**config.mk**
```make
export PLATFORM = sky130hd
export DESIGN_NAME = rc4_crack_top
export DESIGN_NICKNAME = d
export VERILOG_FILES = /design/src/common/rc4_pkg.sv /design/src/common/byte_mem_if.sv /design/src/hw/byte_ram.sv /design/src/hw/rc4_core/rc4_key_schedule.sv /design/src/hw/rc4_core/rc4_keystream_decrypt.sv /design/src/hw/rc4_core/plaintext_checker.sv /design/src/hw/key_search_ctrl.sv /design/src/hw/rc4_cfg_regs.sv /design/src/hw/rc4_crack_top.sv
export SDC_FILE = /design/constraint.sdc
export NUM_CORES = 2
export LEC_CHECK = 0
export BUFFER_PORTS_ARGS = -buffer_cell sky130_fd_sc_hd__buf_2
export CAP_MARGIN = 20
export CORE_MARGIN = 4
export CORE_UTILIZATION = 45
export CTS_CLUSTER_DIAMETER = 150
export DETAILED_ROUTE_END_ITERATION = 16
export GPL_TIMING_DRIVEN = 0
export HOLD_SLACK_MARGIN = 0.12
export PLACE_DENSITY = 0.69
export SYNTH_ARGS = -nofsm -noshare
export SYNTH_HDL_FRONTEND = slang
export SYNTH_HIERARCHICAL = 1
export SYNTH_SLANG_ARGS = --single-unit
```
**constraint.sdc**
```tcl
create_clock -name clk -period 10.4 [get_ports clk]
set_clock_uncertainty 0.2 [all_clocks]
set_input_delay 0 -clock clk [delete_from_list [all_inputs] [get_ports clk]]
set_output_delay 0 -clock clk [all_outputs]
set_load 0.01 [all_outputs]
```
**src/common/rc4_pkg.sv**
```systemverilog
package rc4_pkg;

	localparam int MSG_LEN   = 32; // ciphertext and plaintext length in bytes
	localparam int KEY_BYTES = 3;
	localparam int SBOX_SIZE = 256;

	localparam int AXI_ADDR_W = 12;

	localparam logic [AXI_ADDR_W-1:0] REG_CTRL      = 12'h000; // bit0 starts a search
	localparam logic [AXI_ADDR_W-1:0] REG_STATUS    = 12'h004;
	localparam logic [AXI_ADDR_W-1:0] REG_KEY_FIRST = 12'h008;
	localparam logic [AXI_ADDR_W-1:0] REG_KEY_LAST  = 12'h00c;
	localparam logic [AXI_ADDR_W-1:0] REG_FOUND_KEY = 12'h010;
	localparam logic [AXI_ADDR_W-1:0] CT_WINDOW     = 12'h100; // byte n at +4n, write only
	localparam logic [AXI_ADDR_W-1:0] PT_WINDOW     = 12'h200; // byte n at +4n, read only

	localparam int STATUS_BUSY      = 0;
	localparam int STATUS_FOUND     = 1;
	localparam int STATUS_EXHAUSTED = 2;

endpackage

```
**src/common/byte_mem_if.sv**
```systemverilog
`timescale 1ns/1ps

// one byte-wide synchronous memory port, read data two edges after the address
interface byte_mem_if;

	logic [7:0] addr;
	logic [7:0] wrdata;
	logic       wren;
	logic [7:0] rddata;

	modport master (
		output addr,
		output wrdata,
		output wren,
		input  rddata
	);

	modport slave (
		input  addr,
		input  wrdata,
		input  wren,
		output rddata
	);

endinterface

```
**src/hw/byte_ram.sv**
```systemverilog
`timescale 1ns/1ps

module byte_ram #(
	parameter int DEPTH = 256
) (
	input logic       clk,
	byte_mem_if.slave mem
);

	localparam int AW = $clog2(DEPTH);

	logic [7:0]    ram [DEPTH];
	logic [AW-1:0] addr_q;

	always_ff @(posedge clk) begin
		if (mem.wren) begin
			ram[mem.addr[AW-1:0]] <= mem.wrdata;
		end
		addr_q     <= mem.addr[AW-1:0]; // first latency stage
		mem.rddata <= ram[addr_q];      // second latency stage
	end

endmodule

```
**src/hw/rc4_core/rc4_key_schedule.sv**
```systemverilog
`timescale 1ns/1ps

module rc4_key_schedule import rc4_pkg::*; (
	input  logic        clk,
	input  logic        reset,
	input  logic        start_i,
	input  logic [23:0] key_i,
	output logic        done_o,
	byte_mem_if.master  mem
);

	typedef enum logic [2:0] {
		S_IDLE, S_FILL, S_RD_I, S_LAT, S_GET_I, S_GET_J, S_WR_I
	} state_t;

	state_t     state, ret_state;
	logic       lat_cnt;
	logic [7:0] i, j, si, sj;
	logic [7:0] key_byte, j_next;

	assign key_byte = key_i[8 * (KEY_BYTES - 1 - (int'(i) % KEY_BYTES)) +: 8]; // byte 0 is the msb
	assign j_next   = j + mem.rddata + key_byte;

	always_ff @(posedge clk or negedge reset) begin
		if (!reset) begin
			state    <= S_IDLE;
			lat_cnt  <= 1'b0;
			done_o   <= 1'b0;
			mem.wren <= 1'b0;
		end else begin
			done_o   <= 1'b0;
			mem.wren <= 1'b0;
			case (state)
				S_IDLE: begin
					if (start_i) begin
						i     <= '0;
						state <= S_FILL;
					end
				end
				S_FILL: begin
					mem.addr   <= i; // s[i] = i
					mem.wrdata <= i;
					mem.wren   <= 1'b1;
					i          <= i + 8'd1;
					if (i == 8'(SBOX_SIZE - 1)) begin
						j     <= '0;
						state <= S_RD_I;
					end
				end
				S_RD_I: begin
					mem.addr  <= i;
					ret_state <= S_GET_I;
					state     <= S_LAT;
				end
				S_LAT: begin // sit out the two ram edges
					lat_cnt <= ~lat_cnt;
					if (lat_cnt) state <= ret_state;
				end
				S_GET_I: begin
					si        <= mem.rddata;
					j         <= j_next;
					mem.addr  <= j_next; // fetch s[j] right away
					ret_state <= S_GET_J;
					state     <= S_LAT;
				end
				S_GET_J: begin
					sj         <= mem.rddata;
					mem.addr   <= j; // s[j] takes old s[i]
					mem.wrdata <= si;
					mem.wren   <= 1'b1;
					state      <= S_WR_I;
				end
				S_WR_I: begin
					mem.addr   <= i; // s[i] takes old s[j]
					mem.wrdata <= sj;
					mem.wren   <= 1'b1;
					i          <= i + 8'd1;
					if (i == 8'(SBOX_SIZE - 1)) begin
						done_o <= 1'b1;
						state  <= S_IDLE;
					end else begin
						state <= S_RD_I;
					end
				end
				default: state <= S_IDLE;
			endcase
		end
	end

endmodule

```
**src/hw/rc4_core/rc4_keystream_decrypt.sv**
```systemverilog
`timescale 1ns/1ps

module rc4_keystream_decrypt import rc4_pkg::*; #(
	parameter int MSG_LEN = rc4_pkg::MSG_LEN
) (
	input  logic       clk,
	input  logic       reset,
	input  logic       start_i,
	input  logic       start_over_i,
	output logic       done_o,
	byte_mem_if.master sbox,
	byte_mem_if.master ct,
	byte_mem_if.master pt,
	output logic       new_char_o,
	output logic [7:0] data_xord_o,
	input  logic       char_compare_i,
	input  logic       char_bad_i
);

	typedef enum logic [3:0] {
		S_IDLE, S_STEP, S_LAT, S_GET_I, S_GET_J, S_WR_I, S_RD_F, S_GET_F, S_OFFER
	} state_t;

	state_t     state, ret_state;
	logic       lat_cnt;
	logic [7:0] i, j, k;
	logic [7:0] si, sj, ct_byte, j_next;

	assign j_next    = j + sbox.rddata;
	assign ct.wren   = 1'b0; // ciphertext is only read here
	assign ct.wrdata = '0;

	always_ff @(posedge clk or negedge reset) begin
		if (!reset) begin
			state      <= S_IDLE;
			lat_cnt    <= 1'b0;
			done_o     <= 1'b0;
			new_char_o <= 1'b0;
			sbox.wren  <= 1'b0;
			pt.wren    <= 1'b0;
		end else begin
			done_o    <= 1'b0;
			sbox.wren <= 1'b0;
			pt.wren   <= 1'b0;
			if (start_over_i) begin // key rejected, drop everything
				state      <= S_IDLE;
				lat_cnt    <= 1'b0;
				new_char_o <= 1'b0;
			end else begin
				case (state)
					S_IDLE: begin
						if (start_i) begin
							i     <= '0;
							j     <= '0;
							k     <= '0;
							state <= S_STEP;
						end
					end
					S_STEP: begin
						if (k == 8'(MSG_LEN)) begin
							done_o <= 1'b1; // whole message passed the checker
							state  <= S_IDLE;
						end else begin
							i         <= i + 8'd1;
							sbox.addr <= i + 8'd1;
							ct.addr   <= k; // ciphertext read runs alongside
							ret_state <= S_GET_I;
							state     <= S_LAT;
						end
					end
					S_LAT: begin
						lat_cnt <= ~lat_cnt;
						if (lat_cnt) state <= ret_state;
					end
					S_GET_I: begin
						si        <= sbox.rddata;
						ct_byte   <= ct.rddata;
						j         <= j_next;
						sbox.addr <= j_next;
						ret_state <= S_GET_J;
						state     <= S_LAT;
					end
					S_GET_J: begin
						sj          <= sbox.rddata;
						sbox.addr   <= j; // swap, first half
						sbox.wrdata <= si;
						sbox.wren   <= 1'b1;
						state       <= S_WR_I;
					end
					S_WR_I: begin
						sbox.addr   <= i;
						sbox.wrdata <= sj;
						sbox.wren   <= 1'b1;
						state       <= S_RD_F;
					end
					S_RD_F: begin
						sbox.addr <= si + sj; // keystream byte s[s[i]+s[j]]
						ret_state <= S_GET_F;
						state     <= S_LAT;
					end
					S_GET_F: begin
						data_xord_o <= sbox.rddata ^ ct_byte;
						new_char_o  <= 1'b1;
						state       <= S_OFFER;
					end
					S_OFFER: begin
						if (char_compare_i) begin
							new_char_o <= 1'b0;
							pt.addr    <= k;
							pt.wrdata  <= data_xord_o;
							pt.wren    <= 1'b1;
							if (char_bad_i) begin
								state <= S_IDLE;
							end else begin
								k     <= k + 8'd1;
								state <= S_STEP;
							end
						end
					end
					default: state <= S_IDLE;
				endcase
			end
		end
	end

endmodule

```
**src/hw/rc4_core/plaintext_checker.sv**
```systemverilog
`timescale 1ns/1ps

module plaintext_checker (
	input  logic       clk,
	input  logic       reset,
	input  logic       new_char_i,
	input  logic [7:0] data_i,
	output logic       char_compare_o,
	output logic       char_bad_o
);

	logic       new_char_q;
	logic       pend;
	logic [7:0] data_q;

	always_ff @(posedge clk or negedge reset) begin
		if (!reset) begin
			new_char_q     <= 1'b0;
			pend           <= 1'b0;
			char_compare_o <= 1'b0;
			char_bad_o     <= 1'b0;
		end else begin
			new_char_q     <= new_char_i;
			char_compare_o <= 1'b0;
			pend           <= 1'b0;
			if (new_char_i && !new_char_q) begin // one answer per offer
				data_q <= data_i;
				pend   <= 1'b1;
			end
			if (pend) begin
				char_compare_o <= 1'b1;
				char_bad_o     <= !((data_q >= 8'h61 && data_q <= 8'h7a) || data_q == 8'h20);
			end
		end
	end

endmodule

```
**src/hw/key_search_ctrl.sv**
```systemverilog
`timescale 1ns/1ps

module key_search_ctrl (
	input  logic        clk,
	input  logic        reset,
	input  logic        start_i,
	input  logic [23:0] key_first_i,
	input  logic [23:0] key_last_i,
	output logic        busy_o,
	output logic        found_o,
	output logic        exhausted_o,
	output logic [23:0] found_key_o,
	output logic        ks_start_o,
	input  logic        ks_done_i,
	output logic [23:0] key_o,
	output logic        dec_start_o,
	input  logic        dec_done_i,
	input  logic        char_bad_i,
	input  logic        char_compare_i,
	output logic        start_over_o,
	byte_mem_if.slave   ks_mem,
	byte_mem_if.slave   dec_sbox,
	byte_mem_if.slave   dec_ct,
	byte_mem_if.slave   dec_pt,
	byte_mem_if.slave   reg_ct,
	byte_mem_if.slave   reg_pt,
	byte_mem_if.master  sbox_port,
	byte_mem_if.master  ct_port,
	byte_mem_if.master  pt_port
);

	typedef enum logic [1:0] {S_IDLE, S_SCHED, S_DEC} state_t;

	state_t state;
	logic   sched;

	assign sched = (state == S_SCHED);

	assign sbox_port.addr   = sched ? ks_mem.addr : dec_sbox.addr;
	assign sbox_port.wrdata = sched ? ks_mem.wrdata : dec_sbox.wrdata;
	assign sbox_port.wren   = sched ? ks_mem.wren : dec_sbox.wren;
	assign ks_mem.rddata    = sbox_port.rddata;
	assign dec_sbox.rddata  = sbox_port.rddata;

	assign ct_port.addr   = busy_o ? dec_ct.addr : reg_ct.addr; // software owns idle ports
	assign ct_port.wrdata = busy_o ? dec_ct.wrdata : reg_ct.wrdata;
	assign ct_port.wren   = busy_o ? dec_ct.wren : reg_ct.wren;
	assign dec_ct.rddata  = ct_port.rddata;
	assign reg_ct.rddata  = ct_port.rddata;

	assign pt_port.addr   = busy_o ? dec_pt.addr : reg_pt.addr;
	assign pt_port.wrdata = busy_o ? dec_pt.wrdata : reg_pt.wrdata;
	assign pt_port.wren   = busy_o ? dec_pt.wren : reg_pt.wren;
	assign dec_pt.rddata  = pt_port.rddata;
	assign reg_pt.rddata  = pt_port.rddata;

	always_ff @(posedge clk or negedge reset) begin
		if (!reset) begin
			state        <= S_IDLE;
			busy_o       <= 1'b0;
			found_o      <= 1'b0;
			exhausted_o  <= 1'b0;
			found_key_o  <= '0;
			key_o        <= '0;
			ks_start_o   <= 1'b0;
			dec_start_o  <= 1'b0;
			start_over_o <= 1'b0;
		end else begin
			ks_start_o   <= 1'b0;
			dec_start_o  <= 1'b0;
			start_over_o <= 1'b0;
			case (state)
				S_IDLE: begin
					if (start_i) begin
						found_o     <= 1'b0;
						exhausted_o <= key_first_i > key_last_i; // empty range
						if (key_first_i <= key_last_i) begin
							key_o      <= key_first_i;
							busy_o     <= 1'b1;
							ks_start_o <= 1'b1;
							state      <= S_SCHED;
						end
					end
				end
				S_SCHED: begin
					if (ks_done_i) begin
						dec_start_o <= 1'b1;
						state       <= S_DEC;
					end
				end
				S_DEC: begin
					if (dec_done_i) begin
						found_o     <= 1'b1;
						found_key_o <= key_o;
						busy_o      <= 1'b0;
						state       <= S_IDLE;
					end else if (char_compare_i && char_bad_i) begin
						start_over_o <= 1'b1;
						if (key_o == key_last_i) begin
							exhausted_o <= 1'b1;
							busy_o      <= 1'b0;
							state       <= S_IDLE;
						end else begin
							key_o      <= key_o + 24'd1; // next candidate
							ks_start_o <= 1'b1;
							state      <= S_SCHED;
						end
					end
				end
				default: state <= S_IDLE;
			endcase
		end
	end

endmodule

```
**src/hw/rc4_cfg_regs.sv**
```systemverilog
`timescale 1ns/1ps

module rc4_cfg_regs import rc4_pkg::*; #(
	parameter int MSG_LEN = rc4_pkg::MSG_LEN
) (
	input  logic                  clk,
	input  logic                  reset,
	input  logic [AXI_ADDR_W-1:0] s_axi_awaddr_i,
	input  logic                  s_axi_awvalid_i,
	output logic                  s_axi_awready_o,
	input  logic [31:0]           s_axi_wdata_i,
	input  logic [3:0]            s_axi_wstrb_i,
	input  logic                  s_axi_wvalid_i,
	output logic                  s_axi_wready_o,
	output logic [1:0]            s_axi_bresp_o,
	output logic                  s_axi_bvalid_o,
	input  logic                  s_axi_bready_i,
	input  logic [AXI_ADDR_W-1:0] s_axi_araddr_i,
	input  logic                  s_axi_arvalid_i,
	output logic                  s_axi_arready_o,
	output logic [31:0]           s_axi_rdata_o,
	output logic [1:0]            s_axi_rresp_o,
	output logic                  s_axi_rvalid_o,
	input  logic                  s_axi_rready_i,
	input  logic                  busy_i,
	input  logic                  found_i,
	input  logic                  exhausted_i,
	input  logic [23:0]           found_key_i,
	output logic                  start_o,
	output logic [23:0]           key_first_o,
	output logic [23:0]           key_last_o,
	byte_mem_if.master            ct,
	byte_mem_if.master            pt
);

	localparam logic [1:0] RESP_OKAY   = 2'b00;
	localparam logic [1:0] RESP_SLVERR = 2'b10;

	logic        wr_go, rd_go, rd_pend;
	logic [1:0]  rd_cnt;
	logic [31:0] reg_rdata;
	logic        reg_rd_ok;

	function automatic logic in_win(input logic [AXI_ADDR_W-1:0] a,
			input logic [AXI_ADDR_W-1:0] base);
		return (a >= base) && (a < base + AXI_ADDR_W'(4 * MSG_LEN)) && (a[1:0] == 2'b00);
	endfunction

	assign wr_go = s_axi_awvalid_i && s_axi_wvalid_i && !s_axi_awready_o && !s_axi_bvalid_o;
	assign rd_go = s_axi_arvalid_i && !s_axi_arready_o && !s_axi_rvalid_o && !rd_pend;

	assign pt.wren   = 1'b0; // plaintext window is read only
	assign pt.wrdata = '0;

	always_comb begin
		reg_rdata = '0;
		reg_rd_ok = 1'b1;
		case (s_axi_araddr_i)
			REG_CTRL: reg_rdata = '0;
			REG_STATUS: begin
				reg_rdata[STATUS_BUSY]      = busy_i;
				reg_rdata[STATUS_FOUND]     = found_i;
				reg_rdata[STATUS_EXHAUSTED] = exhausted_i;
			end
			REG_KEY_FIRST: reg_rdata[23:0] = key_first_o;
			REG_KEY_LAST:  reg_rdata[23:0] = key_last_o;
			REG_FOUND_KEY: reg_rdata[23:0] = found_key_i;
			default:       reg_rd_ok = 1'b0; // also pt window while busy
		endcase
	end

	always_ff @(posedge clk or negedge reset) begin
		if (!reset) begin
			s_axi_awready_o <= 1'b0;
			s_axi_wready_o  <= 1'b0;
			s_axi_bvalid_o  <= 1'b0;
			s_axi_bresp_o   <= RESP_OKAY;
			start_o         <= 1'b0;
			key_first_o     <= '0;
			key_last_o      <= '0;
			ct.wren         <= 1'b0;
		end else begin
			s_axi_awready_o <= wr_go;
			s_axi_wready_o  <= wr_go;
			start_o         <= 1'b0;
			ct.wren         <= 1'b0;
			if (s_axi_bvalid_o && s_axi_bready_i) s_axi_bvalid_o <= 1'b0;
			if (s_axi_awready_o) begin // address and data taken together
				s_axi_bvalid_o <= 1'b1;
				s_axi_bresp_o  <= RESP_OKAY;
				if (s_axi_wstrb_i != 4'hf) begin
					s_axi_bresp_o <= RESP_SLVERR;
				end else if (in_win(s_axi_awaddr_i, CT_WINDOW)) begin
					if (busy_i) begin
						s_axi_bresp_o <= RESP_SLVERR; // engine owns the ciphertext
					end else begin
						ct.addr   <= 8'((s_axi_awaddr_i - CT_WINDOW) >> 2);
						ct.wrdata <= s_axi_wdata_i[7:0];
						ct.wren   <= 1'b1;
					end
				end else begin
					case (s_axi_awaddr_i)
						REG_CTRL:      start_o <= s_axi_wdata_i[0] && !busy_i;
						REG_KEY_FIRST: key_first_o <= s_axi_wdata_i[23:0];
						REG_KEY_LAST:  key_last_o <= s_axi_wdata_i[23:0];
						default:       s_axi_bresp_o <= RESP_SLVERR;
					endcase
				end
			end
		end
	end

	always_ff @(posedge clk or negedge reset) begin
		if (!reset) begin
			s_axi_arready_o <= 1'b0;
			s_axi_rvalid_o  <= 1'b0;
			s_axi_rresp_o   <= RESP_OKAY;
			rd_pend         <= 1'b0;
			rd_cnt          <= '0;
		end else begin
			s_axi_arready_o <= rd_go;
			if (s_axi_rvalid_o && s_axi_rready_i) s_axi_rvalid_o <= 1'b0;
			if (s_axi_arready_o) begin
				if (in_win(s_axi_araddr_i, PT_WINDOW) && !busy_i) begin
					pt.addr <= 8'((s_axi_araddr_i - PT_WINDOW) >> 2);
					rd_pend <= 1'b1;
					rd_cnt  <= '0;
				end else begin
					s_axi_rvalid_o <= 1'b1;
					s_axi_rdata_o  <= reg_rdata;
					s_axi_rresp_o  <= reg_rd_ok ? RESP_OKAY : RESP_SLVERR;
				end
			end
			if (rd_pend) begin // wait out the ram latency
				rd_cnt <= rd_cnt + 2'd1;
				if (rd_cnt == 2'd2) begin
					rd_pend        <= 1'b0;
					s_axi_rvalid_o <= 1'b1;
					s_axi_rdata_o  <= {24'h0, pt.rddata};
					s_axi_rresp_o  <= RESP_OKAY;
				end
			end
		end
	end

endmodule

```
**src/hw/rc4_crack_top.sv**
```systemverilog
`timescale 1ns/1ps

module rc4_crack_top import rc4_pkg::*; #(
	parameter int MSG_LEN = rc4_pkg::MSG_LEN
) (
	input  logic                  clk,
	input  logic                  reset,
	input  logic [AXI_ADDR_W-1:0] s_axi_awaddr_i,
	input  logic                  s_axi_awvalid_i,
	output logic                  s_axi_awready_o,
	input  logic [31:0]           s_axi_wdata_i,
	input  logic [3:0]            s_axi_wstrb_i,
	input  logic                  s_axi_wvalid_i,
	output logic                  s_axi_wready_o,
	output logic [1:0]            s_axi_bresp_o,
	output logic                  s_axi_bvalid_o,
	input  logic                  s_axi_bready_i,
	input  logic [AXI_ADDR_W-1:0] s_axi_araddr_i,
	input  logic                  s_axi_arvalid_i,
	output logic                  s_axi_arready_o,
	output logic [31:0]           s_axi_rdata_o,
	output logic [1:0]            s_axi_rresp_o,
	output logic                  s_axi_rvalid_o,
	input  logic                  s_axi_rready_i,
	output logic                  done_o
);

	logic        start, busy, busy_q, found, exhausted;
	logic [23:0] key_first, key_last, found_key, key;
	logic        ks_start, ks_done, dec_start, dec_done, start_over;
	logic        new_char, char_compare, char_bad;
	logic [7:0]  data_xord;

	byte_mem_if ks_mem ();
	byte_mem_if dec_sbox ();
	byte_mem_if dec_ct ();
	byte_mem_if dec_pt ();
	byte_mem_if reg_ct ();
	byte_mem_if reg_pt ();
	byte_mem_if sbox_port ();
	byte_mem_if ct_port ();
	byte_mem_if pt_port ();

	always_ff @(posedge clk or negedge reset) begin
		if (!reset) busy_q <= 1'b0;
		else        busy_q <= busy;
	end

	assign done_o = busy_q && !busy; // search just ended

	rc4_cfg_regs #(.MSG_LEN(MSG_LEN)) u_regs (
		.clk, .reset,
		.s_axi_awaddr_i, .s_axi_awvalid_i, .s_axi_awready_o,
		.s_axi_wdata_i, .s_axi_wstrb_i, .s_axi_wvalid_i, .s_axi_wready_o,
		.s_axi_bresp_o, .s_axi_bvalid_o, .s_axi_bready_i,
		.s_axi_araddr_i, .s_axi_arvalid_i, .s_axi_arready_o,
		.s_axi_rdata_o, .s_axi_rresp_o, .s_axi_rvalid_o, .s_axi_rready_i,
		.busy_i(busy), .found_i(found), .exhausted_i(exhausted), .found_key_i(found_key),
		.start_o(start), .key_first_o(key_first), .key_last_o(key_last),
		.ct(reg_ct), .pt(reg_pt)
	);

	key_search_ctrl u_ctrl (
		.clk, .reset,
		.start_i(start), .key_first_i(key_first), .key_last_i(key_last),
		.busy_o(busy), .found_o(found), .exhausted_o(exhausted), .found_key_o(found_key),
		.ks_start_o(ks_start), .ks_done_i(ks_done), .key_o(key),
		.dec_start_o(dec_start), .dec_done_i(dec_done),
		.char_bad_i(char_bad), .char_compare_i(char_compare), .start_over_o(start_over),
		.ks_mem, .dec_sbox, .dec_ct, .dec_pt, .reg_ct, .reg_pt,
		.sbox_port, .ct_port, .pt_port
	);

	rc4_key_schedule u_ks (
		.clk, .reset, .start_i(ks_start), .key_i(key), .done_o(ks_done), .mem(ks_mem)
	);

	rc4_keystream_decrypt #(.MSG_LEN(MSG_LEN)) u_dec (
		.clk, .reset, .start_i(dec_start), .start_over_i(start_over), .done_o(dec_done),
		.sbox(dec_sbox), .ct(dec_ct), .pt(dec_pt),
		.new_char_o(new_char), .data_xord_o(data_xord),
		.char_compare_i(char_compare), .char_bad_i(char_bad)
	);

	plaintext_checker u_chk (
		.clk, .reset, .new_char_i(new_char), .data_i(data_xord),
		.char_compare_o(char_compare), .char_bad_o(char_bad)
	);

	byte_ram #(.DEPTH(SBOX_SIZE)) u_sbox_ram (.clk, .mem(sbox_port));
	byte_ram #(.DEPTH(MSG_LEN))   u_ct_ram (.clk, .mem(ct_port));
	byte_ram #(.DEPTH(MSG_LEN))   u_pt_ram (.clk, .mem(pt_port));

endmodule

```
Word-level counts from Yosys, hierarchy flattened
Memory sizes are Yosys's and may differ from the RTL's. A register that Yosys moved wholly into a read port is not among the register bits.
Index checks and enable logic that the tools add are counted.
{"block": "word_totals", "ff_bits": 358, "latch_bits": 0, "ram_bits": 2560, "romBits": 0, "output_inout_bits": 42, "elab_cells": 376, "n_memories": 3}
{"block": "op_classes", "n_addsub": 12, "n_mul": 0, "div_mod_pow": 1, "order_cmp": 8, "n_eq_ne": 48, "shift": 1, "n_mux": 139, "n_bitwise": 8, "reduce_logical": 92}
{"memory": "u_sbox_ram.ram", "words": 256, "width": 8, "read_ports": 1, "rd_clocked_by_memory_dff": 1, "write_ports": 1, "line_no": "byte_ram.sv:12", "source": "logic [7:0] ram [DEPTH];"}
{"memory": "u_ct_ram.ram", "words": 32, "width": 8, "read_ports": 1, "rd_clocked_by_memory_dff": 1, "write_ports": 1, "line_no": "byte_ram.sv:12"}
{"memory": "u_pt_ram.ram", "words": 32, "width": 8, "read_ports": 1, "rd_clocked_by_memory_dff": 1, "write_ports": 1, "line_no": "byte_ram.sv:12"}
{"op": "$mux 32", "n": 4}
{"op": "$mux 24", "n": 5}
{"op": "$pmux 8 s2", "n": 6}
{"op": "$mux 8", "n": 10}
{"op": "$mux 1", "n": 69}
{"op": "$pmux 21 s3", "n": 1}
{"op": "$eq 12x4->1 const B", "n": 4}
{"op": "$pmux 24 s2", "n": 1}
{"op": "$pmux 8 s3", "n": 2}
{"op": "$pmux 8 s5", "n": 1}
{"op": "$mux 2", "n": 19}
{"op": "$add 8x8->8", "n": 4}
{"op": "$mod 9x3->32 const B", "n": 1}
{"op": "$pmux 4 s8", "n": 1}
{"op": "$reduce_and 4->1", "n": 8}
{"op": "$shiftx 24x32->8", "n": 1}
{"op": "$reduce_and 3->1", "n": 10}
{"op": "$sub 3x29->29 const A", "n": 1}
{"op": "$add 24x1->24 const B", "n": 1}
{"op": "$add 8x1->8 const B", "n": 3}
{"op": "$eq 24x24->1", "n": 1}
{"op": "$gt 24x24->1", "n": 1}
{"op": "$le 24x24->1", "n": 1}
{"op": "$logic_not 12->1", "n": 2}
{"op": "53 further kinds", "n": 152}

Depth between registers and ports, before layout
{"block": "depth", "depth_word": 8, "depth_mapped": 37, "ltp_nobuf": 34}

Cells and area by module
Netlist, hierarchy kept.
{"mod": "byte_ram at u_sbox_ram", "n_inst": 1, "cells_per_inst": 3741, "area_per_inst_um2": 79716.5, "seq_area_each_um2": 61819.3}
{"mod": "byte_ram at u_ct_ram ...", "n_inst": 2, "cells_per_inst": 422, "area_per_inst_um2": 10153.5, "seq_area_each_um2": 7947.6}
{"mod": "rc4_cfg_regs", "n_inst": 1, "cells_per_inst": 370, "area_per_inst_um2": 5424.0, "seq_area_each_um2": 3183.1}
{"mod": "rc4_keystream_decrypt", "n_inst": 1, "cells_per_inst": 388, "area_per_inst_um2": 5092.4, "seq_area_each_um2": 3168.0}
{"mod": "key_search_ctrl", "n_inst": 1, "cells_per_inst": 495, "area_per_inst_um2": 4770.8, "seq_area_each_um2": 1401.3}
{"mod": "rc4_key_schedule", "n_inst": 1, "cells_per_inst": 412, "area_per_inst_um2": 4023.9, "seq_area_each_um2": 1621.6}
{"mod": "plaintext_checker", "n_inst": 1, "cells_per_inst": 26, "area_per_inst_um2": 434.2, "seq_area_each_um2": 340.3}
{"mod": "rc4_crack_top", "n_inst": 1, "cells_per_inst": 2, "area_per_inst_um2": 38.8, "seq_area_each_um2": 25.0}

Worst setup path after synthesis
OpenSTA, ideal clock, no wires.
{"block": "synth_timing", "path_kind": "register -> register", "start": "register u_ks.i[6]", "end": "register u_ks.mem.addr[7] (data pin)", "setup_time_ns": 0.262, "arrival_time_ns": 7.425, "path_slack_ns": 2.513, "path_stages_with_launch": 37, "synth_period_minus_slack_ns": 7.887, "cell_sequence": "edfxtp_1 > buf_2 > clkbuf_1 > ha_1 > nand3b_1 > mux2i_1 > a21oi_1 > or4_4 > a311o_1 > a21boi_2 > ha_1 > a211o_1 > a21oi_4 > xnor2_1 > ha_1 > nor2_1 > o211a_2 > xnor2_2 > buf_6 > ha_1 > buf_1 > clkbuf_1 > nor3b_1 > a21oi_1 > nor2_1 > fa_1 > ha_1 > inv_1 > fa_1 > inv_1 > a21oi_1 > o21bai_1 > a21o_1 > a21oi_1 > xnor2_1 > xnor2_1 > o21ai_1"}
{"block": "synth_between", "elab_chain_len": 5}
{"element": "start, declared", "line_no": "rc4_key_schedule.sv:18", "source": "logic [7:0] i, j, si, sj;"}
{"element": "start signal, assigned", "line_no": "rc4_key_schedule.sv:44", "source": "i <= i + 8'd1;"}
{"element": "start signal, assigned", "line_no": "rc4_key_schedule.sv:77", "source": "i <= i + 8'd1;"}
{"element": "$mod 9x3->32", "line_no": "rc4_key_schedule.sv:21", "source": "assign key_byte = key_i[8 * (KEY_BYTES - 1 - (int'(i) % KEY_BYTES)) +: 8];"}
{"element": "$sub 3x29->29", "line_no": "rc4_key_schedule.sv:21"}
{"element": "$shiftx 24x32->8", "line_no": "rc4_key_schedule.sv:21"}
{"element": "$add 8x8->8", "line_no": "rc4_key_schedule.sv:22", "source": "assign j_next = j + mem.rddata + key_byte;"}
{"element": "$pmux 8 s3", "line_no": "rc4_key_schedule.sv:33", "source": "case (state)"}
{"element": "end signal, assigned", "line_no": "rc4_key_schedule.sv:41", "source": "mem.addr <= i;"}
{"element": "end signal, assigned", "line_no": "rc4_key_schedule.sv:51", "source": "mem.addr <= i;"}
{"element": "end signal, assigned", "line_no": "rc4_key_schedule.sv:62", "source": "mem.addr <= j_next;"}
{"element": "end, declared", "line_no": "byte_mem_if.sv:12", "source": "output addr,"}
Every way passes these cells.
A chain may end at the register's enable or synchronous reset.

Final worst setup path
Same ends and word-level chain as after synthesis.

==> metrics.md <==
| Metric | Value |
|---|---|
| Outcome | `completed` |
| First-pass GRT wire length | `roughly 470 mm` |
| Core Region | `0.263 mm2` |
| Max_slew headroom | `0.0413` |
| Min-Delay Endpoint | `u_chk/new_char_q` |
| Largest net degree at the start of global routing | `161` |
| Max cap viols | `0` |
| Share of layout cells above drive strength 1 | `0.235` |
| Slew @ Worst Pin | `1440 ps` |
| Final Cycle Share | `0.875` |
| WP data arrival | `about 9500 ps` |
| Placed cells | `9909` |
| Final TNS setup | `0 ps` |
| Crit. End Element | `flop` |
| Final Max Tran Viols | `0` |
| Drt wl/cell | `between 30 and 40 um` |
| Remaining Overflow, GRT | `0` |
| Power Density | `roughly 170 mW/mm2` |
| Worst hold stages | `0` |
| Reg2reg end | `u_ks/mem.addr[7]` |
| Buf/Inv on CP | `7` |
| Clk sink count | `2937` |
| Finished Layout Cells | `between 10000 and 15000` |
| Crit path depth | `36` |
| Die area | `0.273 mm2` |
| Fillers | `20600` |
| Hold Startpoint | `u_dec/new_char_o` |
| Area growth, synth to finish | `14.2%` |
| Hold crit path type | `flop to flop` |
| DRC Markers | `0` |
| CTS tree | `done` |
| R2R cell count | `36` |
| Syn avg cell area | `19.1 um2` |
| Top cell family by delay on the critical path | `compound AO/OA/AOI/OAI gates` |
| Yosys Warn Count | `6` |
| Die Y | `523 um` |
| Total CTS buffers | `approximately 300` |
| Clk pin slew, worst setup/hold paths | `60 ps` |
| Max VDD drop | `0.000131 V` |
| Startpoint types | `flop` |
| Synth Instances | `about 6200` |
| PortBufs | `99` |
| R2r startpoint | `u_ks/i[6]` |
| CTS max path bufs | `4` |
| Area of the multi-input gates | `between 0.02 and 0.03 mm2` |
| Gr usage total | `0.240` |
| Rows | `188` |
| Tmin final | `about 9000 ps` |
| Leak | `0.0431 uW` |
| Detail Route Antenna Nets | `0` |
| # setup viols final | `0` |
| GPL Wtd Cong | `0.946` |
| H-Tree Depth | `5` |
| Worst setup path category | `flop to flop` |
| Sequential Area | `about 0.087 mm2` |
| Post-CTS setup buffer count | `0` |
| Initial DRC Count | `9170` |
| Layout Utilization | `0.518` |
| Critical path required time | `~11000 ps` |
| Post-Route WL | `334 mm` |
| RSZ-0062 raised after global routing | `no` |
| Starting Density | `0.453` |
| Vias per cell | `6.24` |
| Worst path slowest cell | `fa_1` |
| Clk root buf | `clkbuf_16` |
| Cell mode on critical path | `ha_1` |
| Vias | `66300` |
| DRT Pass-1 Iters | `6` |
| Worst stage delay on the critical path | `490 ps` |
| Post-DP HPWL | `between 200 and 250 mm` |
| Initial antenna violation count | `12` |
| Critical path fanouts, max | `10` |
| Worst skew pair latency | `approximately 900 ps` |
| Vias in the first global route | `between 60000 and 70000` |
| IO Count | `109` |
| Die X-Extent | `between 500 and 600 um` |
| Number of hold violations in the final report | `0` |
| R2r setup slk | `approximately 1300 ps` |
| Nets | `6979` |
| Cell area after synthesis | `0.119 mm2` |
| F_max | `0.110 GHz` |
[worst reg2reg max path: cells and delay by family (launching register included)]
| kind | cells | cell delay [ps] |
|---|---|---|
| compound gates | 12 | 2360 |
| fa+ha+maj | 7 | 2170 |
| buf+inv | 7 | 1340 |
| xor+xnor | 4 | 1040 |
| simple gates | 5 | 1000 |
| flops | 1 | 470 |
| mux | 1 | 290 |
[what timing repair did]
action,in CTS,in global routing
gates resized for setup,0,0
hold buffers,137,0
endpoints found under the hold margin,330,0
[placed cells by master (no fill, tap or decap), types with 154 or more instances in the layout]
master     count
clkbuf_1     225
nor2_1       438
nand2_1      154
mux2_2       156
clkbuf_16    306
edfxtp_1    2759
mux4_2       614
a21oi_1      157
a22oi_1      167
buf_2        161
[routing by layer]
layer,share of wire,GRT usage
met3,0.12,0.0699
met5,0,0
met4,0.052,0.106
met2,0.46,0.371
met1,0.36,0.319
[state kept, by name, indices dropped and copies added, names as in the netlist, 24 cells and up]
name / count
u_ct_ram/ram: 256
u_ctrl/found_key_o: 24
u_regs/key_last_o: 24
u_sbox_ram/ram: 2048
u_regs/key_first_o: 24
u_regs/s_axi_rdata_o: 32
u_ctrl/key_o: 24
u_pt_ram/ram: 256
[where the power goes]
part / switching, uW / total (uW) / internal (uW)
clock: 4590 / 10700 / 6100
sequential: 24.7 / 12800 / 12800
combinational: 133 / 252 / 119
[final cells by class]
class                      count  area share
antenna                       13    0.000239
buffer                       410      0.0187
clock buffer                 393      0.0593
clock inverter               159      0.0126
inverter                      72     0.00198
multi-input combinational   2841       0.217
sequential                  2937       0.639
tap                         3515      0.0323
timing repair buffer         279      0.0187
[worst max-delay path by stage]
stage	startpoint	endpoint	slack [ps]
6_report	u_ks/i[6]	u_ks/mem.addr[7]	1300
5_1_grt	u_ks/i[6]	u_ks/mem.addr[7]	690
4_1_cts	u_ks/i[6]	u_ks/mem.addr[7]	1280
3_5_place_dp	u_ks/i[6]	u_ks/mem.addr[7]	1310
3_3_place_gp	u_ks/i[6]	u_ks/mem.addr[7]	1480
2_1_floorplan	u_ks/i[6]	u_ks/mem.addr[7]	2510
[metrics by stage]
step	setup WS [ps]	cell area [um2]	total power [uW]	hold slack, ps
5_1_grt	686	136000	24400	184
4_1_cts	1280	136000	23900	167
2_1_floorplan	2510	119000	13200	-496
3_3_place_gp	1480	124000	13300	-12.5
3_5_place_dp	1310	125000	13300	-254
6_report	1300	136000	23800	195
Note: power is estimated with default switching activity, not from simulation.
